==> config.mk <==
export PLATFORM = sky130hd
export DESIGN_NAME = microcodeLoader
export DESIGN_NICKNAME = d
export VERILOG_FILES = /design/src/hdl/klLoaderPkg.sv /design/src/hdl/creditSender.sv /design/src/hdl/fieldDecoder.sv /design/src/hdl/microcodeLoader.sv /design/src/hdl/ramWordAssembler.sv /design/src/hdl/recordParser.sv
export VERILOG_INCLUDE_DIRS = /design/src /design/src/hdl
export SDC_FILE = /design/constraint.sdc
export NUM_CORES = 1
export LEC_CHECK = 0
export ABC_CLOCK_PERIOD_IN_PS = 10800
export BUFFER_PORTS_ARGS = -buffer_cell sky130_fd_sc_hd__buf_2
export CAP_MARGIN = 30
export CORE_ASPECT_RATIO = 0.9
export CORE_MARGIN = 10
export CORE_UTILIZATION = 40
export CTS_BUF_LIST = sky130_fd_sc_hd__clkbuf_8
export DETAILED_ROUTE_END_ITERATION = 10
export SLEW_MARGIN = 20
export SYNTH_ARGS = -nofsm -noshare
export SYNTH_HDL_FRONTEND = slang
export SYNTH_SLANG_ARGS = --single-unit
==> constraint.sdc <==
create_clock -name clk -period 10.8 [get_ports clk]
set_input_delay 3.24 -clock clk [delete_from_list [all_inputs] [get_ports clk]]
set_output_delay 3.24 -clock clk [all_outputs]
set_load 0.02 [all_outputs]
==> src/hdl/klLoader_macros.svh <==
// Widths, word counts and credit counts shared by the loader RTL, included where needed
`ifndef KL_LOADER_MACROS_SVH
`define KL_LOADER_MACROS_SVH

// Character buffer depth
// The source starts with this many credits
`define KL_CHAR_CREDITS 4

// Consumer slots per output port after reset
`define KL_OUT_CREDITS 2

// Control RAM address and word widths
`define KL_CRAM_ADR_W 11
`define KL_CRAM_W 86

// Dispatch RAM address width
// Writes always go to an even address
`define KL_DRAM_ADR_W 9

// File words per control RAM location
`define KL_CRAM_WORDS 6

// File words per dispatch RAM pair (even, odd, common)
`define KL_DRAM_WORDS 3

`endif

==> src/hdl/klLoaderPkg.sv <==
// Types passed between the loader stages and out of the loader, imported by each stage
`include "klLoader_macros.svh"

package klLoaderPkg;

  ////////////////////////////////////////////////////////////
  // Token stream from the character decoder

  // What a token means to the record parser
  typedef enum logic [1:0] {
    tokRecType,
    tokField,
    tokEol
  } tokenKindT;

  // Record character is only meaningful for tokRecType
  // Value holds the decoded 16-bit field
  typedef struct packed {
    tokenKindT   kind;
    logic [6:0]  recChar;
    logic [15:0] value;
  } lineTokenT;

  ////////////////////////////////////////////////////////////
  // Data words from the record parser

  typedef enum logic {
    ramCram,
    ramDram
  } ramKindT;

  // Dispatch words use only the low address bits
  // Pos counts the word within its location group
  typedef struct packed {
    ramKindT                   ram;
    logic [`KL_CRAM_ADR_W-1:0] adr;
    logic [2:0]                pos;
    logic [15:0]               value;
  } dataWordT;

  ////////////////////////////////////////////////////////////
  // Write transactions leaving the loader

  typedef struct packed {
    logic [`KL_CRAM_ADR_W-1:0] adr;
    logic [`KL_CRAM_W-1:0]     data;
  } cramWriteT;

  // One dispatch location
  // J holds J1-J4, two zero bits for J5-J6, then J7-J10
  typedef struct packed {
    logic [2:0] a;
    logic [2:0] b;
    logic       parity;
    logic [9:0] j;
  } dramEntryT;

  // Even and odd locations written together
  typedef struct packed {
    logic [`KL_DRAM_ADR_W-1:0] adr;
    dramEntryT                 even;
    dramEntryT                 odd;
  } dramPairT;

endpackage

==> src/hdl/creditSender.sv <==
// Two-entry output buffer that sends one item per downstream credit, used once per output port
`timescale 1ns/100ps
`include "klLoader_macros.svh"

module creditSender #(
  parameter type payloadT = logic
) (
  input  logic    clk,
  input  logic    rstN,
  input  logic    inValid,
  input  payloadT inData,
  output logic    inReady,
  input  logic    credit,
  output logic    outValid,
  output payloadT outData
);

  localparam int maxCredits = `KL_OUT_CREDITS;
  localparam int cntW = $clog2(maxCredits + 1);

  payloadT         slots [2];
  logic            wrSel;
  logic            rdSel;
  logic [1:0]      fill;
  logic [cntW-1:0] creditCnt;
  logic            push;

  // Accept while a slot is empty
  assign inReady = (fill != 2'd2);
  assign push = inValid && inReady;

  // Send whenever an item and a credit are both there
  assign outValid = (fill != 2'd0) && (creditCnt != '0);
  assign outData = slots[rdSel];

  always_ff @(posedge clk) begin
    if (push) begin
      slots[wrSel] <= inData;
    end
  end

  always_ff @(posedge clk) begin
    if (!rstN) begin
      wrSel <= 1'b0;
      rdSel <= 1'b0;
      fill <= '0;
      // Consumer starts with every slot free
      creditCnt <= cntW'(maxCredits);
    end else begin
      if (push) begin
        wrSel <= !wrSel;
      end
      if (outValid) begin
        rdSel <= !rdSel;
      end
      fill <= fill + {1'b0, push} - {1'b0, outValid};
      // Returned credit and a send may share a cycle
      creditCnt <= creditCnt + cntW'(credit) - cntW'(outValid);
    end
  end

endmodule

==> src/hdl/fieldDecoder.sv <==
// Buffers incoming load-file characters and turns them into record, field and end-of-line tokens
`timescale 1ns/100ps
`include "klLoader_macros.svh"

module fieldDecoder (
  input  logic                   clk,
  input  logic                   rstN,
  input  logic                   charValid,
  input  logic [6:0]             charData,
  output logic                   charCredit,
  output logic                   tokValid,
  output klLoaderPkg::lineTokenT tok,
  input  logic                   tokReady
);
  import klLoaderPkg::*;

  localparam int depth = `KL_CHAR_CREDITS;
  localparam int ptrW = $clog2(depth);

  // Characters with a meaning of their own
  localparam logic [6:0] chLf = 7'h0a;
  localparam logic [6:0] chCr = 7'h0d;
  localparam logic [6:0] chSpace = 7'h20;
  localparam logic [6:0] chComma = 7'h2c;

  logic [6:0]      charBuf [depth];
  logic [ptrW-1:0] wrPtr;
  logic [ptrW-1:0] rdPtr;
  logic [ptrW:0]   used;
  logic [6:0]      head;
  logic            haveChar;
  logic            slotFree;
  logic            emit;
  logic            pop;
  lineTokenT       nextTok;

  // Line position state
  logic        lineStart;
  logic        afterType;
  logic        eolPending;
  logic [15:0] acc;

  ////////////////////////////////////////////////////////////
  // Decision for the character at the head of the buffer

  always_comb begin
    head = charBuf[rdPtr];
    haveChar = (used != '0);
    slotFree = !tokValid || tokReady;
    emit = 1'b0;
    nextTok = '{kind: tokField, recChar: head, value: acc};
    if (eolPending) begin
      // Second token of a newline
      emit = 1'b1;
      nextTok.kind = tokEol;
    end else if (haveChar) begin
      if (lineStart) begin
        // Blank lines and stray CRs give no record
        emit = (head != chCr) && (head != chLf);
        nextTok.kind = tokRecType;
        nextTok.value = '0;
      end else begin
        emit = (head == chComma) || (head == chLf);
      end
    end
    // Characters that make no token never wait for the output
    pop = haveChar && !eolPending && (slotFree || !emit);
  end

  // Source guarantees space through its credits
  always_ff @(posedge clk) begin
    if (charValid) begin
      charBuf[wrPtr] <= charData;
    end
  end

  always_ff @(posedge clk) begin
    if (slotFree) begin
      tok <= nextTok;
    end
  end

  ////////////////////////////////////////////////////////////
  // Buffer pointers, credit return and line state

  always_ff @(posedge clk) begin
    if (!rstN) begin
      wrPtr <= '0;
      rdPtr <= '0;
      used <= '0;
      charCredit <= 1'b0;
      tokValid <= 1'b0;
      lineStart <= 1'b1;
      afterType <= 1'b0;
      eolPending <= 1'b0;
      acc <= '0;
    end else begin
      // One credit back per character removed
      charCredit <= pop;
      if (charValid) begin
        wrPtr <= (wrPtr == ptrW'(depth - 1)) ? '0 : wrPtr + 1'b1;
      end
      if (pop) begin
        rdPtr <= (rdPtr == ptrW'(depth - 1)) ? '0 : rdPtr + 1'b1;
      end
      used <= used + {{ptrW{1'b0}}, charValid} - {{ptrW{1'b0}}, pop};
      if (slotFree) begin
        tokValid <= emit;
      end
      if (eolPending && slotFree) begin
        eolPending <= 1'b0;
        lineStart <= 1'b1;
      end
      if (pop) begin
        if (lineStart) begin
          if (emit) begin
            lineStart <= 1'b0;
            afterType <= 1'b1;
          end
        end else if (afterType && (head == chSpace)) begin
          // Separator after the record letter
          afterType <= 1'b0;
        end else begin
          afterType <= 1'b0;
          if (head == chComma) begin
            acc <= '0;
          end else if (head == chLf) begin
            acc <= '0;
            eolPending <= 1'b1;
          end else if (head != chCr) begin
            // Six bits per character, older bits fall off the top
            acc <= {acc[9:0], head[5:0]};
          end
        end
      end
    end
  end

endmodule

==> src/hdl/microcodeLoader.sv <==
// Top level of the microcode loader, wiring decoder, parser, assembler and the two output senders
`timescale 1ns/100ps

module microcodeLoader (
  input  logic                   clk,
  input  logic                   rstN,
  input  logic                   charValid,
  input  logic [6:0]             charData,
  output logic                   charCredit,
  input  logic                   cramCredit,
  input  logic                   dramCredit,
  output logic                   cramValid,
  output klLoaderPkg::cramWriteT cramWrite,
  output logic                   dramValid,
  output klLoaderPkg::dramPairT  dramWrite,
  output logic [7:0]             badLines,
  output logic                   loadDone
);
  import klLoaderPkg::*;

  // Decoder to parser
  logic      tokValid;
  logic      tokReady;
  lineTokenT tok;

  // Parser to assembler
  logic     wordValid;
  logic     wordReady;
  dataWordT word;

  // Assembler to senders
  logic      cramOutValid;
  logic      cramOutReady;
  cramWriteT cramOut;
  logic      dramOutValid;
  logic      dramOutReady;
  dramPairT  dramOut;

  fieldDecoder fieldDecoder_i (
    .clk        (clk),
    .rstN       (rstN),
    .charValid  (charValid),
    .charData   (charData),
    .charCredit (charCredit),
    .tokValid   (tokValid),
    .tok        (tok),
    .tokReady   (tokReady)
  );

  recordParser recordParser_i (
    .clk       (clk),
    .rstN      (rstN),
    .tokValid  (tokValid),
    .tok       (tok),
    .tokReady  (tokReady),
    .wordValid (wordValid),
    .word      (word),
    .wordReady (wordReady),
    .badLines  (badLines),
    .loadDone  (loadDone)
  );

  ramWordAssembler ramWordAssembler_i (
    .clk          (clk),
    .rstN         (rstN),
    .wordValid    (wordValid),
    .word         (word),
    .wordReady    (wordReady),
    .cramOutValid (cramOutValid),
    .cramOut      (cramOut),
    .cramOutReady (cramOutReady),
    .dramOutValid (dramOutValid),
    .dramOut      (dramOut),
    .dramOutReady (dramOutReady)
  );

  ////////////////////////////////////////////////////////////
  // Output ports

  creditSender #(.payloadT(cramWriteT)) cramSender_i (
    .clk      (clk),
    .rstN     (rstN),
    .inValid  (cramOutValid),
    .inData   (cramOut),
    .inReady  (cramOutReady),
    .credit   (cramCredit),
    .outValid (cramValid),
    .outData  (cramWrite)
  );

  creditSender #(.payloadT(dramPairT)) dramSender_i (
    .clk      (clk),
    .rstN     (rstN),
    .inValid  (dramOutValid),
    .inData   (dramOut),
    .inReady  (dramOutReady),
    .credit   (dramCredit),
    .outValid (dramValid),
    .outData  (dramWrite)
  );

endmodule

==> src/hdl/ramWordAssembler.sv <==
// Collects data words into control RAM locations and dispatch RAM pairs for the output senders
`timescale 1ns/100ps
`include "klLoader_macros.svh"

module ramWordAssembler (
  input  logic                  clk,
  input  logic                  rstN,
  input  logic                  wordValid,
  input  klLoaderPkg::dataWordT word,
  output logic                  wordReady,
  output logic                  cramOutValid,
  output klLoaderPkg::cramWriteT cramOut,
  input  logic                  cramOutReady,
  output logic                  dramOutValid,
  output klLoaderPkg::dramPairT dramOut,
  input  logic                  dramOutReady
);
  import klLoaderPkg::*;

  localparam int cramLast = `KL_CRAM_WORDS - 1;
  localparam int dramLast = `KL_DRAM_WORDS - 1;
  localparam int dAdrW = `KL_DRAM_ADR_W;
  // Bits 0-79 come from five full words
  localparam int bodyW = `KL_CRAM_W - 6;

  logic [bodyW-1:0] cramBuild;
  logic [15:0]      evenWord;
  logic [15:0]      oddWord;
  logic             isCram;
  logic             lastPos;
  logic             outFree;
  logic             take;

  // Spread one dispatch word over the entry fields
  // Common word supplies J1-J4
  function automatic dramEntryT mkEntry(logic [15:0] own, logic [15:0] common);
    dramEntryT e;
    e.a = own[13:11];
    e.b = own[10:8];
    e.parity = own[5];
    e.j = {common[3:0], 2'b00, own[3:0]};
    return e;
  endfunction

  ////////////////////////////////////////////////////////////
  // Flow control

  always_comb begin
    isCram = (word.ram == ramCram);
    lastPos = isCram ? (word.pos == 3'(cramLast)) : (word.pos == 3'(dramLast));
    outFree = isCram ? (!cramOutValid || cramOutReady) : (!dramOutValid || dramOutReady);
    // Only the word that completes an item needs the output
    wordReady = !lastPos || outFree;
    take = wordValid && wordReady;
  end

  always_ff @(posedge clk) begin
    if (!rstN) begin
      cramOutValid <= 1'b0;
      dramOutValid <= 1'b0;
    end else begin
      if (cramOutReady) begin
        cramOutValid <= 1'b0;
      end
      if (dramOutReady) begin
        dramOutValid <= 1'b0;
      end
      if (take && lastPos) begin
        if (isCram) begin
          cramOutValid <= 1'b1;
        end else begin
          dramOutValid <= 1'b1;
        end
      end
    end
  end

  ////////////////////////////////////////////////////////////
  // Slice placement

  always_ff @(posedge clk) begin
    if (take && isCram) begin
      case (word.pos)
        3'd0: cramBuild[79:64] <= word.value;
        3'd1: cramBuild[63:48] <= word.value;
        3'd2: cramBuild[47:32] <= word.value;
        3'd3: cramBuild[31:16] <= word.value;
        3'd4: cramBuild[15:0] <= word.value;
        default: begin
          // Last word carries only the six special bits 80-85
          cramOut.adr <= word.adr;
          cramOut.data <= {word.value[5:0], cramBuild};
        end
      endcase
    end
    if (take && !isCram) begin
      case (word.pos)
        3'd0: evenWord <= word.value;
        3'd1: oddWord <= word.value;
        default: begin
          // Pairs always start on an even location
          dramOut.adr <= {word.adr[dAdrW-1:1], 1'b0};
          dramOut.even <= mkEntry(evenWord, word.value);
          dramOut.odd <= mkEntry(oddWord, word.value);
        end
      endcase
    end
  end

endmodule

==> src/hdl/recordParser.sv <==
// Parses token lines into RAM data words and keeps checksum, last-address and done state
`timescale 1ns/100ps
`include "klLoader_macros.svh"

module recordParser (
  input  logic                   clk,
  input  logic                   rstN,
  input  logic                   tokValid,
  input  klLoaderPkg::lineTokenT tok,
  output logic                   tokReady,
  output logic                   wordValid,
  output klLoaderPkg::dataWordT  word,
  input  logic                   wordReady,
  output logic [7:0]             badLines,
  output logic                   loadDone
);
  import klLoaderPkg::*;

  localparam int adrW = `KL_CRAM_ADR_W;
  localparam int dAdrW = `KL_DRAM_ADR_W;

  // Record letters
  localparam logic [6:0] typeC = 7'h43;
  localparam logic [6:0] typeD = 7'h44;
  localparam logic [6:0] typeZ = 7'h5a;
  localparam logic [6:0] typeNote = 7'h3b;

  logic             take;
  logic [6:0]       recType;
  logic [16:0]      fieldIdx;
  logic [15:0]      wc;
  logic [16:0]      dataEnd;
  logic [15:0]      sum;
  logic [2:0]       pos;
  logic [adrW-1:0]  curAdr;
  logic [adrW-1:0]  lastCram;
  logic [dAdrW-1:0] lastDram;
  logic             isCram;
  logic             isDram;
  logic             isData;
  logic             groupEnd;
  logic             emitWord;
  logic             sumBad;
  logic [adrW-1:0]  startAdr;
  logic [adrW-1:0]  stepAdr;

  ////////////////////////////////////////////////////////////
  // Field classification

  always_comb begin
    // Tokens wait only for a free word slot
    tokReady = !wordValid || wordReady;
    take = tokValid && tokReady;
    isCram = (recType == typeC);
    isDram = (recType == typeD);
    // Field 0 is WC and field 1 is ADR
    // Data follows, then the checksum at dataEnd
    dataEnd = {1'b0, wc} + 17'd2;
    isData = (fieldIdx >= 17'd2) && (fieldIdx < dataEnd);
    groupEnd = isDram ? (pos == 3'(`KL_DRAM_WORDS - 1)) : (pos == 3'(`KL_CRAM_WORDS - 1));
    emitWord = take && (tok.kind == tokField) && isData && (isCram || isDram);
    // Zero ADR continues where the last line of that RAM stopped
    if (tok.value == '0) begin
      startAdr = isDram ? adrW'(lastDram) : lastCram;
    end else begin
      startAdr = isDram ? adrW'(tok.value[dAdrW-1:0]) : tok.value[adrW-1:0];
    end
    // One control location or one dispatch pair per group
    stepAdr = isDram ? curAdr + adrW'(2) : curAdr + adrW'(1);
    // Unknown types count as bad whatever their sum
    sumBad = (isCram || isDram || (recType == typeZ)) ? (sum != '0) : 1'b1;
  end

  always_ff @(posedge clk) begin
    if (emitWord) begin
      word <= '{ram: isDram ? ramDram : ramCram, adr: curAdr, pos: pos, value: tok.value};
    end
  end

  ////////////////////////////////////////////////////////////
  // Line state, addresses and status

  always_ff @(posedge clk) begin
    if (!rstN) begin
      wordValid <= 1'b0;
      badLines <= '0;
      loadDone <= 1'b0;
      recType <= typeNote;
      fieldIdx <= '0;
      wc <= '0;
      sum <= '0;
      pos <= '0;
      curAdr <= '0;
      lastCram <= '0;
      lastDram <= '0;
    end else begin
      if (wordReady) begin
        wordValid <= 1'b0;
      end
      if (emitWord) begin
        wordValid <= 1'b1;
        if (groupEnd) begin
          pos <= '0;
          curAdr <= stepAdr;
          if (isDram) begin
            lastDram <= stepAdr[dAdrW-1:0];
          end else begin
            lastCram <= stepAdr;
          end
        end else begin
          pos <= pos + 3'd1;
        end
      end
      if (take) begin
        case (tok.kind)
          tokRecType: begin
            recType <= tok.recChar;
            fieldIdx <= '0;
            wc <= '0;
            sum <= '0;
            pos <= '0;
          end
          tokField: begin
            fieldIdx <= fieldIdx + 17'd1;
            // Fields past the checksum stay out of the sum
            if (fieldIdx <= dataEnd) begin
              sum <= sum + tok.value;
            end
            if (fieldIdx == 17'd0) begin
              wc <= tok.value;
            end
            if (fieldIdx == 17'd1) begin
              curAdr <= startAdr;
            end
          end
          tokEol: begin
            if ((recType != typeNote) && sumBad && (badLines != 8'hff)) begin
              badLines <= badLines + 8'd1;
            end
            // D end marker
            if (isDram && (wc == '0)) begin
              loadDone <= 1'b1;
            end
            // Anything before the next record letter is ignored
            recType <= typeNote;
          end
          default: begin
          end
        endcase
      end
    end
  end

endmodule

== Word-level counts from Yosys, hierarchy flattened ==
Memory sizes are Yosys's and may differ from the RTL's. A register that Yosys moved wholly into a read port is not among the register bits.
Cells that the tools add are included.

* Register bits: 441
* Bits in writable memories: 298
* Bits of input ports: 12
* Output and inout bits: 152
* Word-level logic and storage cells: 259
* Memories kept: 3

{| class="wikitable"
|+ Memory list
! memory !! depth !! width !! read ports !! clocked after Yosys merged registers in !! wr ports !! RTL line !! RTL
|-
| cramSender_i.slots || 2 || 97 || 1 || 1 || 1 || creditSender.sv:21 || <nowiki>payloadT slots [2];</nowiki>
|-
| dramSender_i.slots || 2 || 38 || 1 || 1 || 1 || creditSender.sv:21 ||
|-
| fieldDecoder_i.charBuf || 4 || 7 || 1 || 1 || 1 || fieldDecoder.sv:26 || <nowiki>logic [6:0] charBuf [depth];</nowiki>
|}

* Add/sub/neg operators: 19
* Order comparisons: 3
* Equal/unequal tests: 27
* Mux-type cells: 69
* Bitwise logic cells: 6
* Reductions and logical operators: 77

{| class="wikitable"
|+ Operator list
! operator !! number
|-
| $mux W16 || 8
|-
| $mux W11 || 9
|-
| $pmux W16 S2 || 2
|-
| $mux W1 || 39
|-
| $pmux W17 S2 || 1
|-
| $logic_not A16 Y1 || 2
|-
| $reduce_and A2 Y1 || 12
|-
| $eq A7 B7 Y1 const B || 3
|-
| $logic_and A1 B1 Y1 || 21
|-
| $reduce_and A3 Y1 || 6
|-
| $add A16 B2 Y17 const B || 1
|-
| $add A17 B1 Y17 const B || 1
|-
| $eq A17 B1 Y1 const B || 1
|-
| $ge A17 B2 Y1 const B || 1
|-
| $le A17 B17 Y1 || 1
|-
| $logic_not A17 Y1 || 1
|-
| $lt A17 B17 Y1 || 1
|-
| $add A16 B16 Y16 || 1
|-
| $reduce_bool A16 Y1 || 1
|-
| $eq A7 B6 Y1 const B || 2
|-
| $ne A7 B4 Y1 const B || 2
|-
| $pmux W7 S2 || 1
|-
| $reduce_bool A2 Y1 || 7
|-
| $mux W3 || 4
|-
| other kinds (29) || 73
|}

== Longest topological paths before layout ==
* Depth after elaboration: 13
* Mapped depth: 17
* Mapped depth without buffers: 15

== By module ==
Synthesis repeated with hierarchy kept, for this count alone.

* Cells, all modules: 1790
* Area, all modules: 28269.6 µm²

{| class="wikitable"
|+ By module, submodules not included
! module !! instances !! cells an instance !! area each (µm²) !! seq. area each (µm²)
|-
| creditSender (cramSender_i) || 1 || 344 || 7323.3 || 5965.7
|-
| ramWordAssembler || 1 || 272 || 7273.2 || 7036.7
|-
| recordParser || 1 || 756 || 6834.1 || 2932.8
|-
| creditSender (dramSender_i) || 1 || 176 || 3443.3 || 2722.6
|-
| fieldDecoder || 1 || 242 || 3395.8 || 2192.1
|}

== Worst setup path before layout ==
No wires, ideal clock.

* Path type: reg-to-reg
* Start point: register cramSender_i.fill[0]
* End point: register ramWordAssembler_i.cramOut[0] (netlist name)
* Data arrival time: 9.779 ns
* Setup slack: 0.228 ns
* Stages on the path, launching flop included: 4
* Path buffers: 0
* Clock period less this slack: 10.572 ns
* Path through: dfxtp_1 -> nand3b_1 -> a21oi_1 -> nor4bb_1

* Word-level cells in the longest chain between the ends: 7

{| class="wikitable"
|+ RTL lines
! item !! RTL line !! RTL
|-
| start, declared || creditSender.sv:24 || <nowiki>logic [1:0] fill;</nowiki>
|-
| start signal, assigned || creditSender.sv:56 || <nowiki>fill <= fill + {1'b0, push} - {1'b0, outValid};</nowiki>
|-
| $ne A2 B2 Y1 || creditSender.sv:29 || <nowiki>assign inReady = (fill != 2'd2);</nowiki>
|-
| $logic_or A1 B1 Y1 || ramWordAssembler.sv:51 || <nowiki>outFree = isCram ? (!cramOutValid || cramOutReady) : (!dramOutValid || dramOutReady);</nowiki>
|-
| $mux W1 || ramWordAssembler.sv:51 ||
|-
| $logic_or A1 B1 Y1 || ramWordAssembler.sv:53 || <nowiki>wordReady = !lastPos || outFree;</nowiki>
|-
| $logic_and A1 B1 Y1 || ramWordAssembler.sv:54 || <nowiki>take = wordValid && wordReady;</nowiki>
|-
| $logic_and A1 B1 Y1 || ramWordAssembler.sv:82 || <nowiki>if (take && isCram) begin</nowiki>
|-
| $reduce_and A2 Y1 (no source line) || n/a ||
|}

No other way between the ends.
A chain may end at the register's enable or synchronous reset.

==> flow_metrics.env <==
export IMPL_finalCritPeriodShare_pct=52.7
export IMPL_clock_tree_from_tritoncts="yes"
export IMPL_dpl_worst_slack_ns=5.60
export IMPL_fmaxAchievable_mhz=176
export IMPL_initial_utilization_pct=40.3
export IMPL_post_synth_main_area_contributors="edfxtp_1, dfxtp_1, mux2_2"
export IMPL_first_global_vias=15205
export IMPL_synth_distinct_cells=77
export IMPL_clock_network_latency_to_the_later_pin_of_the_worst_skew_pair_ns=0.72
export IMPL_yosys_area_share_simple_pct=8.74
export IMPL_postCtsSetupBuffers=0
export IMPL_finalCriticalPeriod_ns=5.69
export IMPL_grt_first_pass_wirelength_um=86900
export IMPL_grt_met3_usage_pct=3.35
export IMPL_finalClockSkew_ns=0.0327
export IMPL_detailedPlacementHpwl_um=36900
export IMPL_globalRouteMet1Util_pct=18.4
export IMPL_synth_area_mux_share_pct=6.57
export IMPL_groute_layer_met2_usage_pct=22.5
export IMPL_yosysMostFrequentCell="edfxtp_1"
export IMPL_port_buffer_count=158
export IMPL_wl_um=56400
export IMPL_worst_path_max_fanout=64
export IMPL_row_count=91
export IMPL_crit_path_kind="flip-flop to output port"
export IMPL_number_of_gates_given_a_new_drive_strength_after_cts=0
export IMPL_syn_cell_area_mm2=0.0276
export IMPL_worstSetupEndpointType="output port"
export IMPL_antennaDiodeCount=0
export IMPL_synth_ff_latch_count=725
export IMPL_via_count=14985
export IMPL_boundaryPins=164
export IMPL_areaGrowthSynthToFinish_pct=15.3
export IMPL_number_of_enable_type_register_cells_in_the_synthesized_netlist=579
export IMPL_critical_path_arrival_ns=2.45
export IMPL_detail_route_vias_per_cell=4.94
export IMPL_synth_area_leader_cell="edfxtp_1"
export IMPL_share_of_final_layout_standard_cells_stronger_than_drive_strength_1_pct=24.5
export IMPL_finalWeightedCongestion=0.823
export IMPL_drv_cap=0
export IMPL_syn_mean_instance_area_um2=15.5
export IMPL_finalHoldWorstSlack_ns=0.398
export IMPL_maximum_number_of_pins_on_one_net_before_global_route_repair=84
export IMPL_dr_pass1_iters=5
export IMPL_portion_of_synthesized_cell_area_occupied_by_the_leading_cell_type_pct=63.1
export IMPL_die_area_mm2=0.0798
export IMPL_count_of_pins_over_their_slew_limit=0
export IMPL_postRouteAntennaNets=0
export IMPL_post_synthesis_sequential_area_ratio_pct=73.7
export IMPL_ys_warn_count=0
export IMPL_cts_clk_slew_worst_paths_ns=0.06
export IMPL_worst_ir_drop_vdd_uv=117
export IMPL_post_synth_xor_area_fraction_pct=2.26
export IMPL_synth_flop_cell="edfxtp_1"
export IMPL_relSlewSlack_pct=35.8
export IMPL_floorplan_core_area_mm2=0.0684
export IMPL_cts_hold_repair_buffers=0
export IMPL_die_height_um=269
export IMPL_first_iter_violations=1102
export IMPL_cts_root_to_sink_buffers=3
export IMPL_cts_htree_levels=3
export IMPL_grt_setup_unrepaired="no"
export IMPL_final_hold_viol_count=0
export IMPL_layout_setup_ws_ns=5.11
export IMPL_timing_critical_path_required_ns=7.56
export IMPL_synth_async_reset_ratio_pct=0
export IMPL_tritoncts_num_buffers=112
export IMPL_grt_antenna_before_repair=1
export IMPL_design_final_nets=2077
export IMPL_setup_violations=0
export IMPL_cellLeakagePower_uw=0.0111
export IMPL_synthCells=1780
export IMPL_worst_slew_pin_transition_ns=0.956
export IMPL_power_density_mw_per_mm2=197
export IMPL_gr_usage_all_layers_pct=14.0
export IMPL_top_usage_layer="met2"
export IMPL_synth_compound_area_share_pct=4.31
export IMPL_synth_top_family_by_area="simple AND/OR/NAND/NOR gates"
export IMPL_gr_ovfl_total=0
export IMPL_clockRootBuffer="clkbuf_8"
export IMPL_cts_sinks=725
export IMPL_finalSetupTns_ns=0
export IMPL_die_width_um=297
export IMPL_synth_top_cells_by_count="edfxtp_1, dfxtp_1, mux2_2, nand2_1, nor2_1"
export IMPL_yosys_area_share_adder_pct=2.69
export IMPL_cp_start_kind="flip-flop"
export IMPL_run_status="finished clean"
export IMPL_hp_class="flip-flop to flip-flop"
export IMPL_avgRoutedWirePerCell_um=18.6
export IMPL_post_route_drc_count=0
[sequential cells by signal, summed over array words and instances, names as in the netlist, 3 cells and up, named ones only]
signal                        flops
cramSender_i.slots              194
ramWordAssembler_i.cramOut       97
ramWordAssembler_i.cramBuild     80
dramSender_i.slots               68
ramWordAssembler_i.dramOut       34
recordParser_i.word              31
fieldDecoder_i.charBuf           28
fieldDecoder_i.tok               25
recordParser_i.fieldIdx          17
fieldDecoder_i.acc               16
recordParser_i.sum               16
recordParser_i.wc                16
ramWordAssembler_i.evenWord      11
ramWordAssembler_i.oddWord       11
recordParser_i.curAdr            11
recordParser_i.lastCram          11
recordParser_i.lastDram           9
recordParser_i.badLines           8
recordParser_i.recType            7
fieldDecoder_i.used               3
recordParser_i.pos                3
[cell type report]
cell class	count	area, µm²
clock buffer	127	1750
multi-input combinational	952	6860
fill	5877	36700
tap	930	1160
inverter	34	128
sequential	725	20300
timing repair buffer	182	1050
clock inverter	84	492
[routing by layer]
| metal | vias up | wire (µm) |
|---|---|---|
| met2 | 421 | 26700 |
| li1 | 7124 | - |
| met4 | 0 | 1460 |
| met5 | - | 0 |
| met1 | 7325 | 24500 |
| met3 | 115 | 3810 |
[metrics by stage]
stage	area, µm²	utilization (%)	instances	power (µW)
5_1_grt	31800	46.4	3034	6560
3_3_place_gp	29400	43.0	2818	4080
2_1_floorplan	27600	-	1784	3860
4_1_cts	31700	46.4	3032	6350
6_report	31800	46.4	3034	6260
3_5_place_dp	29500	43.1	2821	4110
[worst max-delay path, cell delays in order (launching register included)]
cell     delay (ns)
dfxtp_4        0.48
buf_4          0.34
buf_16         0.31
mux2_2         0.38
buf_2          0.16
[worst paths after layout]
path / start / end / slack (ns) / depth (start not counted)
worst max-delay path: flip-flop / cramWrite[8] / 5.11 / 4
worst min-delay path: ramWordAssembler_i.cramBuild[23]$_DFFE_PP_ / ramWordAssembler_i.cramOut[23]$_DFFE_PP_ / 0.40 / 0
worst max register to register: recordParser_i.wc[4]$_SDFFE_PN0P_ / recordParser_i.curAdr[1]$_SDFF_PN0_ / 6.19 / 16
worst min register to register: ramWordAssembler_i.cramBuild[23]$_DFFE_PP_ / ramWordAssembler_i.cramOut[23]$_DFFE_PP_ / 0.40 / 0
[report_power, final]
part	total (µW)	leakage (µW)	internal, µW	switching [µW]
Clock	2220	0.00127	1160	1060
Sequential	3160	0.00647	3070	94.1
Combinational	882	0.00337	347	535
Total	6260	0.0111	4580	1680
[kinds of logic (layout without fill, tap and decap cells)]
family                     count (synthesis)  after routing
and+or+nand+nor                          478            478
other                                      1              5
DFF                                      725            725
muxes                                    155            155
buffers and inverters                    107            427
AOI/OAI and AO/OA                        185            185
xor gates and xnor gates                  71             71
adders and majority gates                 58             58
[layout by cell type (no fill, tap or decap), types with 22 or more instances in the layout]
cell      count
mux2_2      132
buf_2       158
ha_1         56
nor2b_1      23
inv_1        64
o21ai_0      22
clkinv_1     23
xnor2_1      36
edfxtp_1    579
dfxtp_1     145
xor2_1       35
a21oi_1      88
nor3_1       25
clkbuf_8    127
nand3_1      59
nand2_1     132
nor2_1      108
No activity file was read; power rests on OpenSTA's default activity.
